--- src/verilog/decode_settings.svh ---
`ifndef DECODE_SETTINGS_SVH
`define DECODE_SETTINGS_SVH

// instruction queue entries
// fetch starts with this many credits, keep it a power of two
`define DEC_QUEUE_DEPTH 4

// bundles execute can take right after reset
`define DEC_OUT_CREDITS 2

// architectural registers, r15 is the pc
`define DEC_NUM_REGS 16

`endif

--- src/verilog/arm_isa_pkg.sv ---
package arm_isa_pkg;

	`include "decode_settings.svh"

	// data word, also used for addresses
	typedef logic [31:0] word_t;

	// register number as encoded in the instruction
	typedef logic [$clog2(`DEC_NUM_REGS)-1:0] reg_idx_t;

	// instruction classes, in the order the decoder tests them
	typedef enum logic [4:0] {
		mult,
		mrs,
		msr,
		msr_flags,
		swp,
		bx,
		hdata_reg,
		hdata_imm,
		alu,
		undefined,
		ldrstr,
		ldmstm,
		branch,
		ldcstc,
		cdp,
		mrcmcr,
		swi,
		unknown
	} insn_class_t;

	// operand 2 shift kind, bits 6:5 of the instruction
	typedef enum logic [1:0] {
		lsl = 2'b00,
		lsr = 2'b01,
		asr = 2'b10,
		ror = 2'b11
	} shift_kind_t;

endpackage

--- src/verilog/decode_flow_pkg.sv ---
package decode_flow_pkg;

	`include "decode_settings.svh"

	// read and write index into the instruction queue
	typedef logic [$clog2(`DEC_QUEUE_DEPTH)-1:0] qptr_t;

	// occupancy, one extra bit so a full queue is distinct from empty
	typedef logic [$clog2(`DEC_QUEUE_DEPTH):0] qcount_t;

	// credits held toward execute
	typedef logic [$clog2(`DEC_OUT_CREDITS+1)-1:0] credit_t;

endpackage

--- src/verilog/barrel_shifter.sv ---
`timescale 1ns/1ps

module barrel_shifter
	import arm_isa_pkg::*;
(
	input  word_t insn,
	input  word_t operand,
	input  word_t reg_amt,
	input  logic  carry_in,
	output word_t result,
	output logic  carry_out
);

	shift_kind_t kind;
	logic [7:0] amt8;
	logic [4:0] imm5;
	logic [5:0] amt;
	logic by_reg;
	logic ext_space;
	logic rrx;
	logic left;
	logic fill;
	word_t src;
	word_t data;
	word_t shifted;
	logic c;

	assign kind = shift_kind_t'(insn[6:5]);
	assign by_reg = insn[4];
	// multiply, swap and halfword forms pass rm through untouched
	assign ext_space = insn[4] & insn[7];
	assign amt8 = reg_amt[7:0];
	assign imm5 = insn[11:7];
	assign rrx = (kind == ror) && !by_reg && (imm5 == 5'd0);
	assign left = (kind == lsl);
	assign fill = (kind == asr) && operand[31];

	// effective amount, 0..33
	always_comb begin
		if (ext_space)
			amt = 6'd0;
		else if (by_reg && kind == ror)
			// nonzero multiple of 32 keeps the word, carry from bit 31
			amt = (amt8 != 8'd0 && amt8[4:0] == 5'd0) ? 6'd32 : {1'b0, amt8[4:0]};
		else if (by_reg)
			// 33 is enough to empty both the word and the carry
			amt = (amt8 > 8'd32) ? 6'd33 : amt8[5:0];
		else if (imm5 == 5'd0 && (kind == lsr || kind == asr))
			amt = 6'd32;
		else
			amt = {1'b0, imm5};
	end

	// right shifter with carry riding along; lsl uses it on the reversed word
	always_comb begin
		for (int i = 0; i < 32; i++)
			src[i] = left ? operand[31 - i] : operand[i];
		data = src;
		c = carry_in;
		for (int k = 0; k < 6; k++) begin
			if (amt[k]) begin
				c = data[(1 << k) - 1];
				data = (data >> (1 << k)) |
					((kind == ror) ? (data << (32 - (1 << k))) :
					(fill ? ~(32'hffff_ffff >> (1 << k)) : 32'd0));
			end
		end
		for (int i = 0; i < 32; i++)
			shifted[i] = left ? data[31 - i] : data[i];
	end

	always_comb begin
		if (rrx) begin
			result = {carry_in, operand[31:1]};
			carry_out = operand[0];
		end else begin
			result = shifted;
			carry_out = c;
		end
	end

endmodule

--- src/verilog/decode_stage.sv ---
`timescale 1ns/1ps

module decode_stage
	import arm_isa_pkg::*;
(
	input  logic        clk,
	input  logic        arst_n,
	input  logic        insn_valid,
	input  word_t       insn,
	input  word_t       pc,
	input  logic        cpsr_c,
	input  logic        wr_en,
	input  reg_idx_t    wr_idx,
	input  word_t       wr_data,
	input  logic        op_credit,
	output logic        insn_credit,
	output logic        op_valid,
	output insn_class_t op_class,
	output word_t       op0,
	output word_t       op1,
	output word_t       op2,
	output logic        carry
);

	word_t head_insn;
	word_t head_pc;
	logic empty;
	logic pop;
	insn_class_t insn_class;
	reg_idx_t rd_idx0;
	reg_idx_t rd_idx1;
	reg_idx_t rd_idx2;
	word_t r15_value;
	word_t rd_data0;
	word_t rd_data1;
	word_t rd_data2;
	word_t shift_result;
	logic shift_carry;
	word_t rot_imm;
	word_t fixed_imm;

	insn_queue u_queue (
		.clk(clk), .arst_n(arst_n),
		.push(insn_valid), .push_insn(insn), .push_pc(pc),
		.pop(pop), .head_insn(head_insn), .head_pc(head_pc),
		.empty(empty), .insn_credit(insn_credit)
	);

	// everything below works on the queue head in the same cycle
	insn_classifier u_classifier (
		.insn(head_insn), .pc(head_pc), .insn_class(insn_class),
		.rd_idx0(rd_idx0), .rd_idx1(rd_idx1), .rd_idx2(rd_idx2),
		.r15_value(r15_value)
	);

	reg_file u_regs (
		.clk(clk), .arst_n(arst_n),
		.wr_en(wr_en), .wr_idx(wr_idx), .wr_data(wr_data),
		.rd_idx0(rd_idx0), .rd_idx1(rd_idx1), .rd_idx2(rd_idx2),
		.r15_value(r15_value),
		.rd_data0(rd_data0), .rd_data1(rd_data1), .rd_data2(rd_data2)
	);

	// rm is shifted by rs or by the immediate amount
	barrel_shifter u_shifter (
		.insn(head_insn), .operand(rd_data1), .reg_amt(rd_data2),
		.carry_in(cpsr_c), .result(shift_result), .carry_out(shift_carry)
	);

	imm_expander u_imm (
		.insn(head_insn), .rot_imm(rot_imm), .fixed_imm(fixed_imm)
	);

	operand_select u_select (
		.clk(clk), .arst_n(arst_n),
		.insn_class(insn_class), .insn(head_insn), .cpsr_c(cpsr_c),
		.empty(empty), .rd_data0(rd_data0), .rd_data2(rd_data2),
		.shift_result(shift_result), .shift_carry(shift_carry),
		.rot_imm(rot_imm), .fixed_imm(fixed_imm), .op_credit(op_credit),
		.pop(pop), .op_valid(op_valid), .op_class(op_class),
		.op0(op0), .op1(op1), .op2(op2), .carry(carry)
	);

endmodule

--- src/verilog/imm_expander.sv ---
`timescale 1ns/1ps

module imm_expander
	import arm_isa_pkg::*;
(
	input  word_t insn,
	output word_t rot_imm,
	output word_t fixed_imm
);

	logic [3:0] rot;
	word_t base;
	word_t by16;
	word_t by8;
	word_t by4;

	// imm8 rotated right by twice the 4-bit field
	assign rot = insn[11:8];
	assign base = {24'd0, insn[7:0]};

	assign by16 = rot[3] ? {base[15:0], base[31:16]} : base;
	assign by8 = rot[2] ? {by16[7:0], by16[31:8]} : by16;
	assign by4 = rot[1] ? {by8[3:0], by8[31:4]} : by8;
	assign rot_imm = rot[0] ? {by4[1:0], by4[31:2]} : by4;

	// the field each major opcode group carries
	always_comb begin
		case (insn[27:25])
			// halfword offset split around the sh bits
			3'b000:
				fixed_imm = {24'd0, insn[11:8], insn[3:0]};
			3'b010, 3'b011:
				fixed_imm = {20'd0, insn[11:0]};
			// ldm/stm register list
			3'b100:
				fixed_imm = {16'd0, insn[15:0]};
			// word offset, sign extended
			3'b101:
				fixed_imm = {{6{insn[23]}}, insn[23:0], 2'b00};
			default:
				fixed_imm = {24'd0, insn[7:0]};
		endcase
	end

endmodule

--- src/verilog/insn_classifier.sv ---
`timescale 1ns/1ps

module insn_classifier
	import arm_isa_pkg::*;
(
	input  word_t       insn,
	input  word_t       pc,
	output insn_class_t insn_class,
	output reg_idx_t    rd_idx0,
	output reg_idx_t    rd_idx1,
	output reg_idx_t    rd_idx2,
	output word_t       r15_value
);

	always_comb begin
		insn_class = undefined;
		// unused read ports look at r0
		rd_idx0 = '0;
		rd_idx1 = '0;
		rd_idx2 = '0;

		// first match wins, multiply sits inside the alu space so it goes first
		casez (insn)
			32'b????_0000_00??_????_????_????_1001_????: begin
				insn_class = mult;
				rd_idx0 = insn[15:12];
				rd_idx1 = insn[3:0];
				rd_idx2 = insn[11:8];
			end
			32'b????_0001_0?00_1111_????_0000_0000_0000:
				insn_class = mrs;
			32'b????_0001_0?10_1001_1111_0000_0000_????: begin
				insn_class = msr;
				rd_idx0 = insn[3:0];
			end
			32'b????_00?1_0?10_1000_1111_????_????_????: begin
				insn_class = msr_flags;
				rd_idx0 = insn[3:0];
			end
			// swap before halfword, the register halfword pattern also covers it
			32'b????_0001_0?00_????_????_0000_1001_????: begin
				insn_class = swp;
				rd_idx0 = insn[19:16];
				rd_idx1 = insn[3:0];
			end
			32'b????_0001_0010_1111_1111_1111_0001_????: begin
				insn_class = bx;
				rd_idx0 = insn[3:0];
			end
			32'b????_000?_?0??_????_????_0000_1??1_????: begin
				insn_class = hdata_reg;
				rd_idx0 = insn[19:16];
				rd_idx1 = insn[3:0];
			end
			32'b????_000?_?1??_????_????_????_1??1_????: begin
				insn_class = hdata_imm;
				rd_idx0 = insn[19:16];
			end
			32'b????_00??_????_????_????_????_????_????: begin
				// bits 7 and 4 both set with a register operand is extension space
				if (!insn[25] && insn[7] && insn[4]) begin
					insn_class = undefined;
				end else begin
					insn_class = alu;
					rd_idx0 = insn[19:16];
					rd_idx1 = insn[3:0];
					rd_idx2 = insn[11:8];
				end
			end
			32'b????_011?_????_????_????_????_???1_????:
				insn_class = undefined;
			32'b????_01??_????_????_????_????_????_????: begin
				insn_class = ldrstr;
				rd_idx0 = insn[19:16];
				rd_idx1 = insn[3:0];
			end
			32'b????_100?_????_????_????_????_????_????: begin
				insn_class = ldmstm;
				rd_idx0 = insn[19:16];
			end
			32'b????_101?_????_????_????_????_????_????:
				insn_class = branch;
			32'b????_110?_????_????_????_????_????_????: begin
				insn_class = ldcstc;
				rd_idx0 = insn[19:16];
			end
			32'b????_1110_????_????_????_????_???0_????:
				insn_class = cdp;
			32'b????_1110_????_????_????_????_???1_????: begin
				insn_class = mrcmcr;
				rd_idx0 = insn[15:12];
			end
			32'b????_1111_????_????_????_????_????_????:
				insn_class = swi;
			default:
				insn_class = undefined;
		endcase

		// pc reads one word further when the shift amount comes from a register
		if (insn_class == alu && !insn[25] && insn[4])
			r15_value = pc + 32'd12;
		else
			r15_value = pc + 32'd8;
	end

endmodule

--- src/verilog/insn_queue.sv ---
`timescale 1ns/1ps

`include "decode_settings.svh"

module insn_queue
	import arm_isa_pkg::*;
	import decode_flow_pkg::*;
(
	input  logic  clk,
	input  logic  arst_n,
	input  logic  push,
	input  word_t push_insn,
	input  word_t push_pc,
	input  logic  pop,
	output word_t head_insn,
	output word_t head_pc,
	output logic  empty,
	output logic  insn_credit
);

	// instruction and its address stored side by side
	word_t insn_mem [`DEC_QUEUE_DEPTH];
	word_t pc_mem [`DEC_QUEUE_DEPTH];

	qptr_t wr_ptr;
	qptr_t rd_ptr;
	qcount_t count;
	logic full;
	logic do_push;
	logic do_pop;

	assign full = (count == qcount_t'(`DEC_QUEUE_DEPTH));
	assign empty = (count == '0);
	// a push while full breaks the credit protocol, drop it
	assign do_push = push && !full;
	assign do_pop = pop && !empty;

	assign head_insn = insn_mem[rd_ptr];
	assign head_pc = pc_mem[rd_ptr];

	always_ff @(posedge clk) begin
		if (do_push) begin
			insn_mem[wr_ptr] <= push_insn;
			pc_mem[wr_ptr] <= push_pc;
		end
	end

	// pointers wrap on their own since the depth is a power of two
	always_ff @(posedge clk or negedge arst_n) begin
		if (!arst_n) begin
			wr_ptr <= '0;
			rd_ptr <= '0;
			count <= '0;
			insn_credit <= 1'b0;
		end else begin
			if (do_push)
				wr_ptr <= wr_ptr + 1'b1;
			if (do_pop)
				rd_ptr <= rd_ptr + 1'b1;
			if (do_push && !do_pop)
				count <= count + 1'b1;
			else if (do_pop && !do_push)
				count <= count - 1'b1;
			// one credit back to fetch for each freed entry
			insn_credit <= do_pop;
		end
	end

endmodule

--- src/verilog/operand_select.sv ---
`timescale 1ns/1ps

`include "decode_settings.svh"

module operand_select
	import arm_isa_pkg::*;
	import decode_flow_pkg::*;
(
	input  logic        clk,
	input  logic        arst_n,
	input  insn_class_t insn_class,
	input  word_t       insn,
	input  logic        cpsr_c,
	input  logic        empty,
	input  word_t       rd_data0,
	input  word_t       rd_data2,
	input  word_t       shift_result,
	input  logic        shift_carry,
	input  word_t       rot_imm,
	input  word_t       fixed_imm,
	input  logic        op_credit,
	output logic        pop,
	output logic        op_valid,
	output insn_class_t op_class,
	output word_t       op0,
	output word_t       op1,
	output word_t       op2,
	output logic        carry
);

	credit_t credits;
	word_t op0_d;
	word_t op1_d;
	word_t op2_d;
	logic carry_d;

	// take the head only if execute has room for it
	assign pop = !empty && (credits != '0);

	always_comb begin
		op0_d = '0;
		op1_d = '0;
		op2_d = '0;
		carry_d = cpsr_c;
		case (insn_class)
			// rm reaches op1 through the shifter unshifted
			mult: begin
				op0_d = rd_data0;
				op1_d = shift_result;
				op2_d = rd_data2;
			end
			msr, bx, mrcmcr:
				op0_d = rd_data0;
			msr_flags:
				op0_d = insn[25] ? rot_imm : rd_data0;
			swp, hdata_reg: begin
				op0_d = rd_data0;
				op1_d = shift_result;
			end
			hdata_imm, ldmstm, ldcstc: begin
				op0_d = rd_data0;
				op1_d = fixed_imm;
			end
			alu: begin
				op0_d = rd_data0;
				if (insn[25]) begin
					op1_d = rot_imm;
				end else begin
					op1_d = shift_result;
					carry_d = shift_carry;
				end
			end
			ldrstr: begin
				op0_d = rd_data0;
				if (insn[25]) begin
					op1_d = fixed_imm;
				end else begin
					op1_d = shift_result;
					carry_d = shift_carry;
				end
			end
			branch:
				op0_d = fixed_imm;
			// mrs, cdp, swi and undefined leave everything zero
			default: begin
			end
		endcase
	end

	always_ff @(posedge clk or negedge arst_n) begin
		if (!arst_n) begin
			credits <= credit_t'(`DEC_OUT_CREDITS);
			op_valid <= 1'b0;
		end else begin
			op_valid <= pop;
			// spend and return in one cycle cancel out
			if (pop && !op_credit)
				credits <= credits - 1'b1;
			else if (!pop && op_credit)
				credits <= credits + 1'b1;
		end
	end

	always_ff @(posedge clk) begin
		if (pop) begin
			op_class <= insn_class;
			op0 <= op0_d;
			op1 <= op1_d;
			op2 <= op2_d;
			carry <= carry_d;
		end
	end

endmodule

--- src/verilog/reg_file.sv ---
`timescale 1ns/1ps

`include "decode_settings.svh"

module reg_file
	import arm_isa_pkg::*;
(
	input  logic     clk,
	input  logic     arst_n,
	input  logic     wr_en,
	input  reg_idx_t wr_idx,
	input  word_t    wr_data,
	input  reg_idx_t rd_idx0,
	input  reg_idx_t rd_idx1,
	input  reg_idx_t rd_idx2,
	input  word_t    r15_value,
	output word_t    rd_data0,
	output word_t    rd_data1,
	output word_t    rd_data2
);

	localparam reg_idx_t PC_IDX = reg_idx_t'(`DEC_NUM_REGS - 1);

	word_t regs [`DEC_NUM_REGS];

	// writeback port, the new value shows up after the edge
	always_ff @(posedge clk or negedge arst_n) begin
		if (!arst_n) begin
			for (int i = 0; i < `DEC_NUM_REGS; i++)
				regs[i] <= '0;
		end else if (wr_en) begin
			regs[wr_idx] <= wr_data;
		end
	end

	// r15 is never read from the array
	assign rd_data0 = (rd_idx0 == PC_IDX) ? r15_value : regs[rd_idx0];
	assign rd_data1 = (rd_idx1 == PC_IDX) ? r15_value : regs[rd_idx1];
	assign rd_data2 = (rd_idx2 == PC_IDX) ? r15_value : regs[rd_idx2];

endmodule
--- config.mk ---
export PLATFORM = sky130hd
export DESIGN_NAME = decode_stage
export DESIGN_NICKNAME = d
export VERILOG_FILES = /design/src/verilog/arm_isa_pkg.sv /design/src/verilog/decode_flow_pkg.sv /design/src/verilog/barrel_shifter.sv /design/src/verilog/decode_stage.sv /design/src/verilog/imm_expander.sv /design/src/verilog/insn_classifier.sv /design/src/verilog/insn_queue.sv /design/src/verilog/operand_select.sv /design/src/verilog/reg_file.sv
export VERILOG_INCLUDE_DIRS = /design/src /design/src/verilog
export SDC_FILE = /design/constraint.sdc
export NUM_CORES = 2
export LEC_CHECK = 0
export BUFFER_PORTS_ARGS = -buffer_cell sky130_fd_sc_hd__buf_2
export CORE_UTILIZATION = 55
export CTS_BUF_LIST = sky130_fd_sc_hd__clkbuf_4 sky130_fd_sc_hd__clkbuf_8
export CTS_CLUSTER_DIAMETER = 80
export DETAILED_ROUTE_END_ITERATION = 7
export PLACE_DENSITY = 0.73
export SYNTH_ARGS = -nofsm -noshare
export SYNTH_HDL_FRONTEND = slang
export SYNTH_HIERARCHICAL = 1
export SYNTH_SLANG_ARGS = --single-unit
--- constraint.sdc ---
create_clock -name clk -period 6.4 [get_ports clk]
set_clock_uncertainty 0.15 [all_clocks]
set_input_delay 1.6 -clock clk [delete_from_list [all_inputs] [get_ports clk]]
set_output_delay 1.6 -clock clk [all_outputs]
set_load 0.03 [all_outputs]
* Yosys cells after proc, flatten, opt, wreduce, memory -nomap -nowiden
Memory sizes are Yosys's and may differ from the RTL's. Cells that the tools add are included.
Storage, ports and cells: logic and storage cells 288, bits in latches 0, bits in registers 625, RAM bits 256, ROM bits 0, memories 2
Operators by class: muxes and demuxes 149, $add $sub $neg 8, reductions and logical operators 49, bitwise logic cells 10, div/mod/pow operators 0, multiply operators 0, $lt $le $gt $ge 6, equality and inequality tests 37, shift-type cells 0
Memory list:
- u_queue.insn_mem | words 4, bits a word 32, rd ports 1, clocked after Yosys merged registers in 0, write ports 1, RTL line insn_queue.sv:22 | word_t insn_mem [`DEC_QUEUE_DEPTH];
- u_queue.pc_mem | words 4, bits a word 32, rd ports 1, clocked after Yosys merged registers in 0, write ports 1, RTL line insn_queue.sv:23 | word_t pc_mem [`DEC_QUEUE_DEPTH];
Operator list (number):
- 32-bit 2-to-1 mux | 36
- 512-bit bitwise mux | 1
- 32-bit binary-select mux with 4-bit select | 3
- 32-bit one-hot mux with 4 select lines | 2
- 32-bit demux with 4-bit select | 1
- 32-bit one-hot mux with 3 select lines | 1
- 1-bit 2-to-1 mux | 76
- 32-bit by 4-bit adder with 32-bit output (second input constant) | 2
- 4-bit one-hot mux with 2 select lines | 6
- 23-bit by 20-bit == test with 1-bit output (second input constant) | 2
- 6-bit 2-to-1 mux | 6
- 5-bit one-hot mux with 7 select lines | 1
- 16-bit by 32-bit bitwise OR with 32-bit output | 1
- 24-bit by 32-bit bitwise OR with 32-bit output | 1
- 28-bit by 32-bit bitwise OR with 32-bit output | 1
- 30-bit by 32-bit bitwise OR with 32-bit output | 1
- 31-bit by 32-bit bitwise OR with 32-bit output | 1
- 5-bit by 4-bit == test with 1-bit output (second input constant) | 6
- 5-bit one-hot mux with 6 select lines | 1
- 4-bit 2-to-1 mux | 7
- 24-bit by 21-bit == test with 1-bit output (second input constant) | 1
- 24-bit 2-to-1 mux | 1
- 5-bit by 3-bit == test with 1-bit output (second input constant) | 4
- 5-bit >= comparator (second input constant) | 4
- other kinds (38) | 93

* Logic depth before layout (Yosys ltp)
An unclocked memory read counts as a cell.
depth in word-level cells 37, gate-level depth with buffers 32

* By module
Netlist, hierarchy kept.
By module, submodules not included:
- reg_file | times used 1, cells an instance 2109, area an instance 29848.6 um2
- insn_queue | times used 1, cells an instance 371, area an instance 9669.3 um2
- operand_select | times used 1, cells an instance 410, area an instance 5127.4 um2
- barrel_shifter | times used 1, cells an instance 636, area an instance 4515.6 um2
- insn_classifier | times used 1, cells an instance 212, area an instance 1433.9 um2
- imm_expander | times used 1, cells an instance 166, area an instance 1212.4 um2

* Worst setup path before layout
OpenSTA, ideal clock, no wires.
path type register -> register, start reg u_select.credits[1], end reg u_queue.count[1], setup time 0.125 ns, path buffers 0, cell stages (with the launch flop) 8, data arrival time 6.737 ns, setup slack -0.612 ns, data required time 6.125 ns, cells stage by stage dfstp_2 > nor2_1 > nor2_1 > nand2_1 > ha_1 > inv_1 > fa_1 > mux2_2
On the way: word-level cells in the longest chain between the ends 6, elaborated cells between the ends (all ways) 8
Ends and longest elaborated chain:
- start, declared | RTL line operand_select.sv:31 | credit_t credits;
- start signal, assigned | RTL line operand_select.sv:92 | credits <= credit_t'(`DEC_OUT_CREDITS);
- start signal, assigned | RTL line operand_select.sv:98 | credits <= credits - 1'b1;
- start signal, assigned | RTL line operand_select.sv:100 | credits <= credits + 1'b1;
- 2-bit nonzero test (*) | RTL line operand_select.sv:38 | assign pop = !empty && (credits != '0);
- 1-bit logical AND (*) | RTL line operand_select.sv:38
- net pop | RTL line decode_stage.sv:28 | logic pop;
- 1-bit logical AND (*) | RTL line insn_queue.sv:36 | assign do_pop = pop && !empty;
- 1-bit logical NOT | RTL line insn_queue.sv:60 | if (do_push && !do_pop)
- 1-bit logical AND | RTL line insn_queue.sv:60
- 3-bit 2-to-1 mux or 2-bit nonzero test (tied branches)
- end signal, assigned | RTL line insn_queue.sv:61 | count <= count + 1'b1;
- end signal, assigned | RTL line insn_queue.sv:63 | count <= count - 1'b1;
- end, declared | RTL line insn_queue.sv:27 | qcount_t count;
The timed path passes the listed nets; every way through them passes the cells marked *. A chain may end at the register's enable or synchronous reset.

* Worst setup path after layout
start reg u_queue.rd_ptr[0], end reg u_select.op1[15], data pin
On the way: elaborated cells between the ends (all ways) 159
RTL lines:
- start, declared | RTL line insn_queue.sv:26 | qptr_t rd_ptr;
- start signal, assigned | RTL line insn_queue.sv:59 | rd_ptr <= rd_ptr + 1'b1;
- memory read 4 x 32 bit (*)
- net head_insn[7] | RTL line decode_stage.sv:25 | word_t head_insn;
- parallel branches: the longest is 5 deep, another holds 24-bit by 21-bit == test with 1-bit output
- 4-bit one-hot mux with 2 select lines (*) | RTL line insn_classifier.sv:23 | casez (insn)
- net rd_idx2[0] | RTL line decode_stage.sv:32 | reg_idx_t rd_idx2;
- 4-bit NOT with 5-bit output (implied by the code) | RTL line reg_file.sv:39 | assign rd_data2 = (rd_idx2 == PC_IDX) ? r15_value : regs[rd_idx2];
- 32-bit binary-select mux with 4-bit select | RTL line reg_file.sv:39
- 32-bit 2-to-1 mux (implied by the code) (2 in a row) | RTL line reg_file.sv:39
- (+1 left out)
- net rd_data2[2] | RTL line decode_stage.sv:36 | word_t rd_data2;
- (+14 left out)
- 32-bit 2-to-1 mux | RTL line barrel_shifter.sv:61 | if (amt[k]) begin
- 32-bit 2-to-1 mux | RTL line barrel_shifter.sv:64 | ((kind == ror) ? (data << (32 - (1 << k))) :
- 32-bit 2-to-1 mux (*) | RTL line barrel_shifter.sv:61
- 1-bit 2-to-1 mux (*) | RTL line barrel_shifter.sv:69 | shifted[i] = left ? data[31 - i] : data[i];
- 32-bit 2-to-1 mux (*) | RTL line barrel_shifter.sv:73 | if (rrx) begin
- net shift_result[15] | RTL line decode_stage.sv:37 | word_t shift_result;
- 32-bit 2-to-1 mux, on equally long branches | RTL line operand_select.sv:75, operand_select.sv:66
- 32-bit one-hot mux with 4 select lines (*) | RTL line operand_select.sv:45 | case (insn_class)
- end signal, assigned | RTL line operand_select.sv:108 | op1 <= op1_d;
- end, declared | RTL line operand_select.sv:26 | output word_t op1,
Mark *: on every way through the listed nets, which the timed path passes. The select of a mux whose other input is x is not followed.

==> flow_summary.yaml <==
run_status:
  status: "finished with violations"
  violations: "setup timing"
layout:
  drive_gt1_share_pct: 50.6
  syn2layout_area_growth_pct: 21.9
  multi_input_area_um2: 28000
  seq_area_um2: 22600
  final_nets: 4674
  n_fill_cell: 6423
  design_area_um2: 62500
routing:
  drt-pass1-iter-count: 7
  ant_nets: 0
  drtIter0Drc: 5108
  vias_per_cell: 6.84
  drc: 0
  routed_wl_mm: 175
  wire_per_inst_um: 29.5
  dr_total_vias: 40500
worst_setup_path:
  worst_setup_path_end_kind: "flop"
  cp_top_family: "simple AND/OR/NAND/NOR gates"
  arrival_ns: 7.82
  crit_path_max_incr_delay_ns: 0.60
  path_class: "flop to flop"
  crit_fanout: 8
  critPathLaunchType: "flop"
  critical_path_required_ns: 6.96
  crit_cells: 29
  rr_worst_depth: 29
  crit_buf_inv: 5
  cp_slowest_cell: "or4_4"
clocking:
  clock_latency_ns: 0.84
  clockRootBuffer: "clkbuf_8"
  cts-buffers-inserted: 141
  clk_pin_slew_ns: 0.06
  cts.sinks: 833
  hold_buffers: 0
  htreeDepth: 4
  cts_tree: "built"
  ctsLongestPathBuffers: 3
sta:
  worst_pin_slew_ns: 1.35
  holdWs_ns: 0.371
  clock.fmax_mhz: 138
  maxSlewHeadroom_pct: 9.75
  post-route-period-util_pct: 113
  setup_viol: 33
  rsz0062_at_grt: "yes"
  drv_slew: 0
  setup_ws_ns: -0.862
  hold_violations: 0
  period_needed_ns: 7.26
global_route:
  grt_pass1_vias: 40100
  antenna_found_initial: 13
  grt_max_degree: 121
  grtUsageTotal_pct: 36.8
  grt_pass1_wl_mm: 256
  overflow: 0
logic_synthesis:
  synthCells: 3884
  avgSynthCellArea_um2: 13.2
  yosysWarnings: 6
  syn_nets: 4003
  syn-cell-area_um2: 51200
floorplan:
  core_area_um2: 91900
  num_rows: 111
  initial_core_util_pct: 55.7
  ios: 210
  fp.dieW_um: 307
  dieArea_um2: 94400
  die_h_um: 307
placed_design:
  place.gp.congestion: 1.02
  io_buffer_count: 205
  placed_area_um2: 57400
  hpwl_mm: 119
run:
  maxCapViolations: 0
min_path:
  holdPathStages: 1
  hold_class: "flop to flop"
-- timing repair --
action,4_1_cts,5_1_grt
pin swaps,42,69
resized for setup,172,90
cloned,2,1
endpoints found under the setup margin,33,33
setup buffers,41,44
-- worst register-to-register path, delay by kind of cell (launching register included) --
kind | cells | cell delay, ns
AOI/OAI and AO/OA | 11 | 1.91
muxes | 4 | 1.86
buffers and inverters | 5 | 0.79
DFF | 1 | 0.49
and+or+nand+nor | 9 | 1.95
-- metrics by stage --
stage                     instances  TNS (ns)  util [%]  setup WS (ns)
after floorplan                3884     -1.23         -         -0.140
after global placement         5574    -29.28      62.5          -1.08
after detailed placement       5574    -32.96      62.5          -1.23
after CTS                      5870    -18.10      67.1         -0.691
after global routing           5917    -28.79      67.9          -1.01
final                          5919    -24.80      67.9         -0.862
-- final timing paths --
path,start,end,slack [ns]
max,u_queue/rd_ptr[0],u_select/op1[15],-0.86
min,u_select/credits[1],u_select/credits[1],0.37
max reg2reg,u_queue/rd_ptr[0],u_select/op1[15],-0.86
min reg2reg,u_select/credits[1],u_select/credits[1],0.37
max in group asynchronous,arst_n,u_queue/wr_ptr[1],4.20
min in group asynchronous,arst_n,u_regs/regs[428],0.62
-- cell usage in the layout (no fill, tap or decap), types with 30 or more instances in the layout --
cell and instances:
mux2_2 549, a21oi_1 140, a221o_1 67, edfxtp_1 342, a211oi_1 90, mux2i_2 30, inv_1 31, dfrtp_1 488
mux2i_1 93, nand3_1 47, nand2_1 131, buf_2 204, nand2b_1 60, o22a_1 91, nor2b_1 34, nor2_1 116
nor3_1 30, buf_12 49, and2_1 112, clkbuf_8 169, a21oi_2 35, mux4_2 351, o221ai_1 85, o211ai_1 50
mux2_1 41, clkbuf_4 35, buf_4 622
-- sequential cells by signal, summed over array words and instances, names as in the netlist, 2 cells and up --
name	cells
u_regs/regs	480
u_queue/pc_mem	128
u_select/op_class	5
u_queue/insn_mem	112
u_select/op0	32
u_select/op2	32
u_queue/rd_ptr	2
u_select/op1	32
u_select/credits	2
u_queue/wr_ptr	2
u_queue/count	3
-- final cells by class --
class | count | share of cell area, %
antenna | 10 | 0.0401
clock buffer | 204 | 4.14
inverter | 33 | 0.198
sequential | 833 | 36.1
timing repair buffer | 909 | 11.4
clock inverter | 50 | 0.769
multi-input combinational | 2637 | 44.9
tap | 1243 | 2.49
-- metal layers --
metal / part of all wire (%) / track usage (%) / vias up
met1: 37 / 47.1 / 20500
li1: - / - / 16900
met4: 7.0 / 22.8 / 6
met3: 11 / 9.90 / 610
met2: 45 / 56.0 / 2487
met5: 0.023 / 0 / -
Power is not shown: default switching activity piles up to over one toggle a cycle in this logic, so the estimate is an artifact.
